File: config.mk
export PLATFORM = sky130hd
export DESIGN_NAME = host_port
export DESIGN_NICKNAME = d
export VERILOG_FILES = /design/src/hdl/eth_pkg.sv /design/src/hdl/host_port.sv
export SDC_FILE = /design/constraint.sdc
export NUM_CORES = 1
export LEC_CHECK = 0
export BUFFER_PORTS_ARGS = -buffer_cell sky130_fd_sc_hd__buf_4
export CORE_UTILIZATION = 40
export CTS_CLUSTER_SIZE = 24
export DETAILED_ROUTE_END_ITERATION = 8
export PLACE_DENSITY = 0.7
export SYNTH_ARGS = -nofsm -noshare
export SYNTH_HDL_FRONTEND = slang
export SYNTH_SLANG_ARGS = --single-unit
File: constraint.sdc
create_clock -name clock -period 2.95 [get_ports clock]
set_input_delay 0.295 -clock clock [delete_from_list [all_inputs] [get_ports clock]]
set_output_delay 0.295 -clock clock [all_outputs]
set_load 0.01 [all_outputs]
File: src/hdl/eth_pkg.sv
`default_nettype none

package eth_pkg;

	// ------------------------------
	// sizes and frame constants
	// ------------------------------
	localparam int RING_DEPTH = 8;              // packet slots per ring

	typedef logic [7:0]                    byte_t;
	typedef logic [8:0]                    plen_t;   // byte address or packet length
	typedef logic [$clog2(RING_DEPTH)-1:0] slot_t;
	typedef logic [15:0]                   result_t;

	localparam plen_t       MAX_LEN       = 9'd402;
	localparam plen_t       PREAMBLE_LEN  = 9'd7;
	localparam byte_t       PREAMBLE_BYTE = 8'h55;
	localparam byte_t       SFD_BYTE      = 8'hD5;
	localparam plen_t       FCS_LEN       = 9'd4;
	localparam plen_t       IFG_LEN       = 9'd12;     // idle cycles between frames
	localparam logic [31:0] CRC_RESIDUE   = 32'hC704DD7B;

	// ------------------------------
	// host and ring ports
	// ------------------------------
	typedef enum logic [2:0] {
		OP_READ,
		OP_READ_LEN,
		OP_READ_NEXT,
		OP_WRITE,
		OP_WRITE_LEN,
		OP_WRITE_NEXT
	} host_op_t;

	typedef struct packed {
		host_op_t op;
		plen_t    addr;
		byte_t    data;
	} host_req_t;

	// on commit the addr field carries the packet length
	typedef struct packed {
		logic  en;
		plen_t addr;
		byte_t data;
		logic  commit;
		logic  abort;
	} ring_wr_t;

	typedef struct packed {
		logic  valid;      // oldest packet is ready
		plen_t len;
	} ring_stat_t;

	typedef struct packed {
		logic  en;
		byte_t data;
	} gmii_tx_t;

	typedef struct packed {
		logic  dv;
		logic  er;
		byte_t data;
	} gmii_rx_t;

	// CRC-32 over one byte, bit 0 goes out first on the wire
	function automatic logic [31:0] next_crc32_d8(input byte_t data, input logic [31:0] crc);
		logic [31:0] c;
		logic        fb;
		c = crc;
		for (int i = 0; i < 8; i++) begin
			fb = c[31] ^ data[i];
			c  = {c[30:0], 1'b0} ^ ({32{fb}} & 32'h04C1_1DB7);
		end
		return c;
	endfunction

	function automatic byte_t reverse_byte(input byte_t data);
		byte_t r;
		for (int i = 0; i < 8; i++)
			r[i] = data[7 - i];
		return r;
	endfunction

endpackage

`default_nettype wire

File: src/hdl/host_port.sv
`timescale 1ns/100ps
`default_nettype none

module host_port import eth_pkg::*; (
	input  wire             clock,
	input  wire             reset,
	input  wire             start_i,
	input  wire host_req_t  req_i,
	output logic            done_o,
	output result_t         result_o,
	output ring_wr_t        tx_wr_o,
	input  wire             tx_full_i,
	input  wire ring_stat_t rx_stat_i,
	output plen_t           rx_rd_addr_o,
	input  wire byte_t      rx_rd_data_i,
	output logic            rx_release_o
);

	plen_t    pend_len_q;      // length of the packet being written
	plen_t    pend_len_d;
	plen_t    next_len;
	logic     wr_ok;
	result_t  res_d;
	result_t  res_q;
	host_op_t op_q;
	logic     rd_ok_q;         // read address inside the held packet

	assign next_len     = req_i.addr + plen_t'(1);
	assign wr_ok        = (req_i.addr < MAX_LEN) && !tx_full_i;
	assign rx_rd_addr_o = req_i.addr;

	// ------------------------------
	// operation decode
	// ------------------------------
	always_comb begin
		tx_wr_o      = '0;
		tx_wr_o.addr = req_i.addr;
		tx_wr_o.data = req_i.data;
		rx_release_o = 1'b0;
		pend_len_d   = pend_len_q;
		res_d        = '0;
		if (start_i) begin
			case (req_i.op)
				OP_READ_LEN:
					res_d = rx_stat_i.valid ? result_t'(rx_stat_i.len) : '0;
				OP_READ_NEXT: begin
					rx_release_o = rx_stat_i.valid;
					res_d        = result_t'(!rx_stat_i.valid);  // 1 when nothing held
				end
				OP_WRITE: begin
					tx_wr_o.en = wr_ok;
					res_d      = result_t'(!wr_ok);
					if (wr_ok && (next_len > pend_len_q))
						pend_len_d = next_len;
				end
				OP_WRITE_LEN:
					res_d = result_t'(pend_len_q);
				OP_WRITE_NEXT: begin
					if (tx_full_i) begin
						res_d = result_t'(1);
					end else if (pend_len_q != '0) begin
						tx_wr_o.commit = 1'b1;
						tx_wr_o.addr   = pend_len_q;   // length rides on addr
						pend_len_d     = '0;
					end
				end
				default: ;                         // read data arrives next cycle
			endcase
		end
	end

	always_ff @(posedge clock) begin
		if (reset) begin
			done_o     <= 1'b0;
			pend_len_q <= '0;
		end else begin
			done_o     <= start_i;
			pend_len_q <= pend_len_d;
		end
	end

	always_ff @(posedge clock) begin
		if (start_i) begin
			op_q    <= req_i.op;
			res_q   <= res_d;
			rd_ok_q <= rx_stat_i.valid && (req_i.addr < rx_stat_i.len);
		end
	end

	// ring read is registered, so the byte is picked up here
	assign result_o = (op_q == OP_READ) ? (rd_ok_q ? result_t'(rx_rd_data_i) : '0) : res_q;

	// host keeps one operation in flight
	a_done_single: assert property (@(posedge clock) disable iff (reset)
		done_o |=> !done_o);

endmodule

`default_nettype wire

Word level (Yosys, flattened, before mapping) --
Cells that the tools add are included.
Storage, ports and cells: flip-flop bits (word level) 30, bits of input ports 42, output and inout port bits 47, logic and storage cells 47
Operators by class: add/subtract/negate cells 1, order comparisons 3, equal/unequal tests 8, multiplexer cells 20, reduce and logical (&&, ||, !) cells 10
Operator list (count):
- two-way mux 9 bit | 7
- case mux 9 bit (5 select lines) | 1
- case mux 9 bit (2 select lines) | 1
- two-way mux 16 bit | 1
- two-way mux 10 bit | 1
- adder 9 x 1 -> 9 bit (second input constant) | 1
- greater-than comparator 9 bit | 1
- less-than comparator 9 bit | 1
- less-than comparator 9 bit (second input constant) | 1
- nonzero test 9 bit | 1
- two-way mux 1 bit | 8
- two-way mux 8 bit | 1
- == test 3 x 2 -> 1 bit (second input constant) | 2
- == test 3 bit (second input constant) | 2
- inequality test 2 bit (second input constant) | 3
- AND reduction 5 bit | 1
- == test 3 x 1 -> 1 bit (second input constant) | 1
- logical AND 1 bit | 3
- zero test 1 bit | 3
- zero test 3 bit | 1
- nonzero test 2 bit | 1

Depth between registers and ports, before layout --
Gate-level depths: netlist of run 1.
depth after elaboration 5, depth in mapped cells 11

Worst setup path before layout of run 1 --
No wires, ideal clock.
path kind input to register, from in req_i[8] in the netlist's numbering, to reg pend_len_q[0], setup time 93 ps, arrival time 2140 ps, data required time 2857 ps, slack 718 ps, cell stages on the path 11, buffers on the path 0, cell sequence ha_1 nand3_1 xor2_1 inv_1 ha_1 nand3_1 o21bai_1 a31oi_1 o21ai_0 or3_1 o32ai_1
On the way: word-level cells in the longest chain between the ends 5, elaborated cells between the ends (all ways) 9, those cells by class add/sub: 1; order compare: 2; eq/ne: 1; mux: 2; reduce/logical: 3
RTL lines:
- start, declared | RTL line host_port.sv:8 | input wire host_req_t req_i,
- adder 9 x 1 -> 9 bit or less-than comparator 9 bit (tied branches) | RTL line host_port.sv:28, host_port.sv:29
- greater-than comparator 9 bit or logical AND 1 bit (tied branches) | RTL line host_port.sv:53, host_port.sv:29
- logical AND 1 bit | RTL line host_port.sv:53 | if (wr_ok && (next_len > pend_len_q))
- inequality test 2 bit (no source line)
- AND reduction 5 bit (no source line)
- end signal, assigned | RTL line host_port.sv:78 | pend_len_q <= pend_len_d;
- end, declared | RTL line host_port.sv:19 | plen_t pend_len_q;
Parallel ways exist; a longest one is shown, timed or not. The select of a mux whose other input is x is not followed. A chain may end at the register's enable or synchronous reset.

Worst setup path in the final report of run 1 --
from in req_i[8] in the netlist's numbering, to reg pend_len_q[3]
The elaborated chain is that of the path after synthesis.

==> metrics.yaml, run 1 <==
cts:
  cts_tree: "done"
  cts.repair.resized: 0
  postCtsSetupRepairBufs: 0
  cts.sinks: 23
  cts_hold_buf: 0
  cts_inserted_buffers: 3
  cts_buffer_depth: 2
  cts_root_buf: "clkbuf_8"
  h-tree-depth: 1
  path_clk_slew_ps: 80
  worst_skew_pair.late_latency_ps: 260
synth:
  ys.flop_type: "edfxtp_1"
  yosys.area_share.simple_pct: 22.5
  synth_top_family_by_area: "simple AND/OR/NAND/NOR gates"
  synth.yosys.seq_area_share_pct: 29.5
  syn_area_um2: 2000
  ys_warn_count: 0
  synth_edf_count: 13
  async_flop_share_pct: 0
  synth-seq-cells: 23
  synth_compound_area_share_pct: 16.0
  synth_xor_area_share_pct: 3.06
  synth_top_area_share_pct: 19.5
  yosys-mux-area-fraction_pct: 2.50
  synthAdderAreaFrac_pct: 11.2
  avgSynthCellArea_um2: 8.11
  synthTopCellsByArea: "edfxtp_1 19%, ha_1 11%, dfxtp_1 10%"
  synthDistinctLibCells: 38
  netlist.top_cell.by_area: "edfxtp_1"
  syn_inst: 247
global_routing:
  antenna_found_initial: 0
  grt_max_degree: 20
  grt_first_pass_wirelength_mm: 7.74
  overflow: 0
  track_usage_pct: 18.6
  grt_pass1_vias: 1717
setup_path:
  crit_fanout: 9
  startpoint_type: "input pin"
  required_ps: 3110
  worstPathArrival_ps: 2580
  path_class: "in2reg"
  crit_path_end_kind: "flop"
timing:
  fmax_mhz: 414
  fin_crit_ps: 2420
  tns_ps: 0
  rsz0062_at_grt: "false"
  fin_skew_ps: 3.37
  period_share_pct: 81.9
  hold_ws_ps: 251
  tightest_slew_ps: 863
  hold_viol: 0
  slew_viol_final: 0
  slew_headroom_pct: 42.3
  setup_viol: 0
place:
  hpwl_mm: 4.04
  dp_cells: 354
  post_dp_cell_area_um2: 2390
  place.gp.congestion: 0.903
  io_buffers: 64
final_layout:
  drive_gt1_share_pct: 24.7
  final_area_um2: 2430
  diodes: 0
  fin_cells: 358
  final_cell_mix: "65 x buf_4, 37 x nand2_1, 23 x inv_1, 18 x ha_1, 15 x nand3_1"
  fin_nets: 352
  area_delta_synth_final_pct: 21.5
  layout_commonest_cell: "buf_4"
detailed_routing:
  drc: 0
  wire_per_inst_um: 13.7
  drt_iter0_markers: 78
  ant_nets: 0
  wirelength_mm: 4.92
  viasPerCell: 5.05
  vias: 1809
  drt_first_pass_iters: 4
die:
  core_um2: 4790
  ios: 89
  start_util_pct: 41.9
  fp.dieW_um: 72.8
  fp-row-count: 25
  dieArea_um2: 5290
  chipHeight_um: 72.8
status:
  status: "finished clean"
job:
  cap_violations: 0
pwr:
  swShare_pct: 29.4
  power_frac_seq_pct: 46.0
  p_sw_mw: 0.231
  power.internal_mw: 0.555
  leakage_nw: 1.14
  power_density_nw_per_um2: 323
  comb_power_share_pct: 29.3
  irDropWorstVdd_mv: 0.208
  p_clk_share_pct: 24.7
min_path:
  hp-class: "in2reg"
==> worst max-delay path, cell delays in order <==
cell and delay, ps:
buf_4 150, ha_1 260, nand3_1 110, xor2_1 210
inv_1 70, ha_1 300, nand3_1 120, o21bai_1 120
a31oi_1 90, o21ai_0 370, a22oi_4 190, o32ai_1 290
==> cell usage after synthesis (2+ instances only) <==
library cell / count
nor2_1: 14
edfxtp_1: 13
nand2b_1: 8
o21ai_0: 13
o211ai_1: 3
a21oi_1: 6
clkbuf_1: 6
inv_1: 23
nor2b_1: 4
ha_1: 18
mux2i_1: 5
and2_1: 2
xnor2_1: 5
dfxtp_1: 10
nand4_1: 3
nand3_1: 15
a22oi_1: 8
xor2_1: 2
buf_4: 25
nand2_1: 37
a31oi_1: 4
o32ai_1: 4
or3_1: 2
nor3_1: 3
==> power groups by stage <==
| stage | registers (mW) | clock network, mW | logic (mW) |
|---|---|---|---|
| after CTS | 0.362 | 0.195 | 0.231 |
| after global placement | 0.369 | 0 | 0.226 |
| after global routing | 0.363 | 0.210 | 0.256 |
| final | 0.362 | 0.194 | 0.230 |
| after floorplan | 0.365 | 0 | 0.147 |
| after detailed placement | 0.369 | 0 | 0.231 |
==> area by class of cell <==
type,count,area [µm²]
fillers,488,2350
multi-input cells,176,1140
flip-flops and latches,23,591
repair buffers,65,488
inverters,23,86.3
well taps,67,83.8
clock buffers,3,41.3
clock inverters,1,5.00
==> routing by layer <==
layer  track usage (%)  vias up  wire [µm]
li1                  -      909          -
met1              21.3      824       2040
met2              34.9       66       2560
met3              2.90       10        248
met4              6.32        0         68
met5                 0        -          0
==> sequential cells by signal, summed over array words and instances (netlist names) <==
signal	count
op_q	3
done_o	1
pend_len_q	9
rd_ok_q	1
res_q	9
==> logic make-up (layout without fill, tap and decap cells) <==
logic type,after synthesis,after routing
flops,23,23
mux,5,5
buf+inv,55,92
fa+ha+maj,18,18
xor+xnor,7,7
other cells,1,8
simple gates,94,94
compound gates,44,44
==> through the flow <==
stage / power, mW / setup slack (ps) / util, %
global placement: 0.594 / 351 / 49.9
detailed placement: 0.600 / 282 / 49.9
CTS: 0.788 / 554 / 50.8
global route: 0.829 / 310 / 50.8
floorplan: 0.512 / 718 / -
finish: 0.786 / 534 / 50.8
==> final timing paths <==
path,end,start,slack [ps],cells past startpoint
worst max register to register,pend_len_q[3],pend_len_q[4],810,8
worst min-delay path,op_q[0],req_i[17],250,1
worst max-delay path,pend_len_q[3],req_i[8],530,12
worst min register to register,pend_len_q[6],pend_len_q[6],530,2
Power figures use the tool's default switching activity.
==> run 2, diff against run 1 <==
ABC_AREA = 1   (was unset)
PLACE_DENSITY = 0.71   (was 0.7)
clock period = 2.1 ns   (was 2.95 ns; I/O delays follow)
==> metrics.yaml, run 2 <==
final_layout:
  layout_commonest_cell: "buf_4"
  multiInputGateArea_um2: 1290
  drive_gt1_share_pct: 36.2
  final_cell_mix: "92 x buf_4, 56 x nand2_1, 46 x inv_1, 25 x nand3_1, 18 x o21ai_0"
  num-fill-cells: 483
  final_util_pct: 57.7
  largest_registers: "pend_len_q: 9 flops, res_q: 9 flops, op_q: 3 flops"
  diodes: 0
  fin_nets: 445
  area_delta_synth_final_pct: 37.0
  final-seq-area_um2: 591
detailed_routing:
  drt_iter0_markers: 124
  viasPerCell: 4.84
  ant_nets: 0
  vias: 2197
  drt_first_pass_iters: 4
  wire_per_inst_um: 12.6
  wirelength_mm: 5.70
  drc: 0
global_routing:
  track_usage_pct: 18.4
  use_met3_pct: 1.85
  antenna_found_initial: 0
  grt_first_pass_wirelength_mm: 8.14
  grt_util_met1_pct: 23.4
  grt_max_degree: 19
  met2_usage_pct: 33.9
  overflow: 0
  top_usage_layer: "met2"
  grt_pass1_vias: 1882
cts:
  worst_skew_pair.late_latency_ps: 270
  cts_root_buf: "clkbuf_8"
  cts_buffer_depth: 2
  cts_tree: "done"
  cts.sinks: 23
  cts_inserted_buffers: 3
  h-tree-depth: 1
  path_clk_slew_ps: 80
timing:
  hold_viol: 0
  tns_ps: 0
  fmax_mhz: 482
  fin_skew_ps: 2.06
  slew_viol_final: 0
  fin_crit_ps: 2080
  setup_viol: 0
  period_share_pct: 98.8
synth:
  synth_compound_area_share_pct: 13.1
  netlist.top_cell.by_area: "edfxtp_1"
  synth-seq-cells: 23
  yosys-mux-area-fraction_pct: 0
  syn_inst: 308
  synth_common_cells: "60 x nand2_1, 47 x inv_1, 26 x buf_4, 25 x nand3_1, 20 x o21ai_0"
  synth_top_area_share_pct: 17.9
  synth_xor_area_share_pct: 1.21
  syn_area_um2: 2180
  synthMostInstantiatedCell: "nand2_1"
  ys_warn_count: 0
  synth_top_family_by_area: "simple AND/OR/NAND/NOR gates"
  async_flop_share_pct: 0
  synth.yosys.seq_area_share_pct: 27.1
  synthAdderAreaFrac_pct: 10.3
  synthTopCellsByArea: "edfxtp_1 18%, ha_1 10%, nand2_1 10%"
  ys.flop_type: "edfxtp_1"
  yosys.area_share.simple_pct: 27.9
  synth_edf_count: 13
  avgSynthCellArea_um2: 7.07
  synthDistinctLibCells: 36
place:
  hpwl_mm: 4.42
  io_buffers: 64
  place.gp.congestion: 0.879
status:
  status: "finished clean"
pwr:
  power_density_nw_per_um2: 433
  leakage_nw: 1.47
  irDropWorstVdd_mv: 0.274
setup_path:
  r2r_cells: 11
  critPathBufInv: 3
  path_class: "in2reg"
  r2r_slack_ps: 180
  path_cells: "buf_6 > ha_4 > nand2_4 > nor2_4 > nand4_1 > o21ai_2 > nand2_1 > inv_2 > ha_4 > nand2_2 > nor2_2 > and3_1 > nor2_1 > nand2_2 > nand2_4 > buf_12 > nand3_1 > nand2_1 > nor2_1"
  crit_path_end_kind: "flop"
  cpPeakStageDelay_ps: 200
  r2r_end: "pend_len_q[4]"
  worstPathArrival_ps: 2250
  r2r-start: "pend_len_q[8]"
  critPathTopFamily: "simple AND/OR/NAND/NOR gates"
  startpoint_type: "input pin"
  cpMaxStageDelayCell: "o21ai_2"
  crit_fanout: 7
  required_ps: 2270
die:
  fp.dieW_um: 75.8
  fp-row-count: 26
  dieArea_um2: 5740
  start_util_pct: 42.1
  ios: 89
  core_um2: 5170
  chipHeight_um: 75.8
job:
  cap_violations: 0
min_path:
  holdPathEnd: "done_o"
  hp-class: "in2reg"
  hp-start: "reset"
  hold-path-cell-count: 2
run 2: what timing repair did:
item | in CTS | in global routing
setup endpoints to repair | 8 | 9
hold buffers | 0 | 0
gates cloned | 0 | 1
pin swaps | 0 | 15
resized for setup | 1 | 26
hold endpoints to repair | 0 | 0
setup buffers | 0 | 4
run 2: per-stage QoR:
step	std cells	area [µm²]	setup slack [ps]	total power, mW	hold WS, ps
floorplan	315	2210	26.1	0.805	282
global placement	445	2750	-250	0.963	387
detailed placement	445	2750	-320	0.970	387
CTS	449	2800	29.9	1.25	101
global route	454	2980	-129	1.38	101
finish	454	2980	24.4	1.29	104
run 2: how the worst max path moves through the flow:
stage / startpoint / end / slack, ps / depth (start not counted)
after floorplan: req_i[8] / pend_len_q[1] / 30 / 16
after global placement: req_i[8] / pend_len_q[0] / -250 / 18
after detailed placement: req_i[8] / pend_len_q[0] / -320 / 19
after CTS: req_i[8] / pend_len_q[0] / 30 / 19
after global routing: req_i[8] / pend_len_q[3] / -130 / 19
final: req_i[9] / pend_len_q[4] / 20 / 19
run 2: layout make-up:
| cell class | instances | share of cell area [%] |
|---|---|---|
| Multi-Input combinational cell | 207 | 43.3 |
| Inverter | 53 | 6.67 |
| Sequential cell | 23 | 19.8 |
| Clock buffer | 4 | 1.51 |
| Timing Repair Buffer | 97 | 25.8 |
| Tap cell | 70 | 2.94 |
run 2: per-layer routing:
layer | up-vias | wire length, µm
met5 | - | 0
met4 | 0 | 55
met3 | 8 | 370
met2 | 76 | 2900
met1 | 977 | 2370
li1 | 1136 | -
run 2: kinds of logic after synthesis:
family                   count (synthesis)
XOR/XNOR                                 3
AO/OA/AOI/OAI                           51
buffers and inverters                   85
other                                    1
flip-flops                              23
AND/OR/NAND/NOR                        127
adder cells (fa/ha/maj)                 18
run 2: report_power, final:
group / internal [mW] / total (mW) / switching [mW]
combinational: 0.233 / 0.487 / 0.254
clock: 0.136 / 0.280 / 0.144
sequential: 0.504 / 0.524 / 0.0201
run 2: worst reg2reg max path, delay by kind of cell, from the launching register on:
kind / cells / cell delay, ps
AO/OA/AOI/OAI: 1 / 120
adder cells (fa/ha/maj): 1 / 300
flip-flops: 1 / 430
AND/OR/NAND/NOR: 7 / 640
buffers and inverters: 2 / 330
==> run 3, diff against run 2 <==
CORE_UTILIZATION = 35   (was 40)
PLACE_DENSITY = unset   (was 0.71)
RECOVER_POWER = 50   (was unset)
SKIP_LAST_GASP = 1   (was unset)
==> metrics.yaml, run 3 (synthesized netlist as in run 2, its figures left out) <==
pwr:
  power.internal_mw: 0.860
  leakage_nw: 1.42
  comb_power_share_pct: 37.8
  swShare_pct: 34.2
  power_frac_seq_pct: 40.1
  p_sw_mw: 0.448
  power_density_nw_per_um2: 442
  irDropWorstVdd_mv: 0.238
  p_clk_share_pct: 22.1
detailed_routing:
  drt_iter0_markers: 75
  drc: 0
  wire_per_inst_um: 13.1
  drt_first_pass_iters: 4
  wirelength_mm: 6.01
  viasPerCell: 4.79
  vias: 2199
  ant_nets: 0
final_layout:
  largest_registers: "pend_len_q: 9 flops, res_q: 9 flops, op_q: 3 flops"
  area_delta_synth_final_pct: 36.0
  drive_gt1_share_pct: 35.2
  diodes: 0
  layout_commonest_cell: "buf_4"
  fin_nets: 445
  fin_cells: 459
  final_cell_mix: "85 x buf_4, 54 x nand2_1, 46 x inv_1, 24 x nand3_1, 18 x o21ai_0"
  final_util_pct: 49.7
global_routing:
  grt_pass1_vias: 1892
  track_usage_pct: 16.4
  grt_first_pass_wirelength_mm: 8.36
  overflow: 0
  antenna_found_initial: 0
  grt_max_degree: 19
die:
  fp.dieW_um: 80.9
  dieArea_um2: 6540
  ios: 89
  fp-row-count: 28
  chipHeight_um: 80.9
  start_util_pct: 36.6
  core_um2: 5960
timing:
  fin_crit_ps: 2050
  fmax_mhz: 487
  setup_viol: 0
  slew_viol_final: 0
  hold_viol: 0
  period_share_pct: 97.8
  fin_skew_ps: 2.18
  tns_ps: 0
setup_path:
  cpPeakStageDelay_ps: 200
  critPathTopFamily: "simple AND/OR/NAND/NOR gates"
  path_cells: "buf_4 > ha_4 > nand2_2 > nor2_4 > nand4_1 > o21ai_2 > nand2_1 > inv_2 > ha_4 > a21o_1 > a21oi_2 > nand3_2 > nand2_4 > nand2_4 > nand2_2 > nand2_1 > nand2_1 > nor2_1"
  crit_fanout: 5
  path_class: "in2reg"
  startpoint_type: "input pin"
  cp_common_cell: "nand2_1"
  critPathBufInv: 2
  crit_path_end_kind: "flop"
  cpMaxStageDelayCell: "ha_4"
  worstPathArrival_ps: 2230
  required_ps: 2270
place:
  dp_cells: 450
  hpwl_mm: 4.43
  io_buffers: 64
  place.gp.congestion: 0.841
cts:
  worst_skew_pair.late_latency_ps: 270
  h-tree-depth: 1
  cts_tree: "done"
  cts_inserted_buffers: 3
  cts_root_buf: "clkbuf_8"
  path_clk_slew_ps: 90
  cts_hold_buf: 0
  cts_buffer_depth: 2
  cts.sinks: 23
min_path:
  hp-class: "in2reg"
job:
  cap_violations: 0
status:
  status: "finished clean"
==> run 3: per-layer routing <==
metal  part of all wire [%]  vias to the layer above  track usage, %
met3                    6.3                        8            2.02
met5                      0                        -               0
met4                    1.2                        0            3.75
met2                     50                       64            29.6
li1                       -                     1137               -
met1                     43                      990            20.7
==> run 3: timing repair <==
action | CTS | global route
setup buffers | 0 | 3
cloned | 0 | 2
endpoints found under the setup margin | 8 | 9
pin swaps | 0 | 18
resized for setup | 1 | 36
==> run 3: power by group through the flow <==
| stage | combinational, mW | clock (mW) | sequential (mW) |
|---|---|---|---|
| final | 0.495 | 0.289 | 0.524 |
| after global routing | 0.542 | 0.307 | 0.527 |
| after CTS | 0.441 | 0.289 | 0.523 |
| after detailed placement | 0.436 | 0 | 0.533 |
| after global placement | 0.434 | 0 | 0.532 |
| after floorplan | 0.279 | 0 | 0.526 |
==> run 3: metrics by stage <==
step	setup slack, ps	total power, mW	hold slack (ps)	instance area (µm²)
after global routing	-85.6	1.38	95.6	2960
after floorplan	26.1	0.805	282	2210
final	46.0	1.31	99.4	2960
after detailed placement	-331	0.970	390	2750
after CTS	27.8	1.25	104	2800
after global placement	-273	0.966	384	2750
==> run 3: worst reg2reg max path, delay by kind of cell, from the launching register on <==
kind	cells	cell delay [ps]
buffers and inverters	1	120
adders and majority gates	1	340
and+or+nand+nor	10	970
DFF	1	440
==> run 3: area by class of cell <==
| class | count | area [µm²] |
|---|---|---|
| Clock inverter | 1 | 5.00 |
| Sequential cell | 23 | 591 |
| Multi-Input combinational cell | 209 | 1360 |
| Fill cell | 627 | 2990 |
| Clock buffer | 3 | 41.3 |
| Timing Repair Buffer | 95 | 676 |
| Inverter | 53 | 199 |
| Tap cell | 75 | 93.8 |
==> run 3: path summary, 6_finish.rpt <==
| check | startpoint | end | slack (ps) | depth (start not counted) |
|---|---|---|---|---|
| max | req_i[8] | pend_len_q[0] | 50 | 18 |
| min | reset | done_o | 100 | 2 |
| max reg2reg | pend_len_q[4] | pend_len_q[0] | 140 | 12 |
| min reg2reg | pend_len_q[3] | pend_len_q[3] | 520 | 2 |
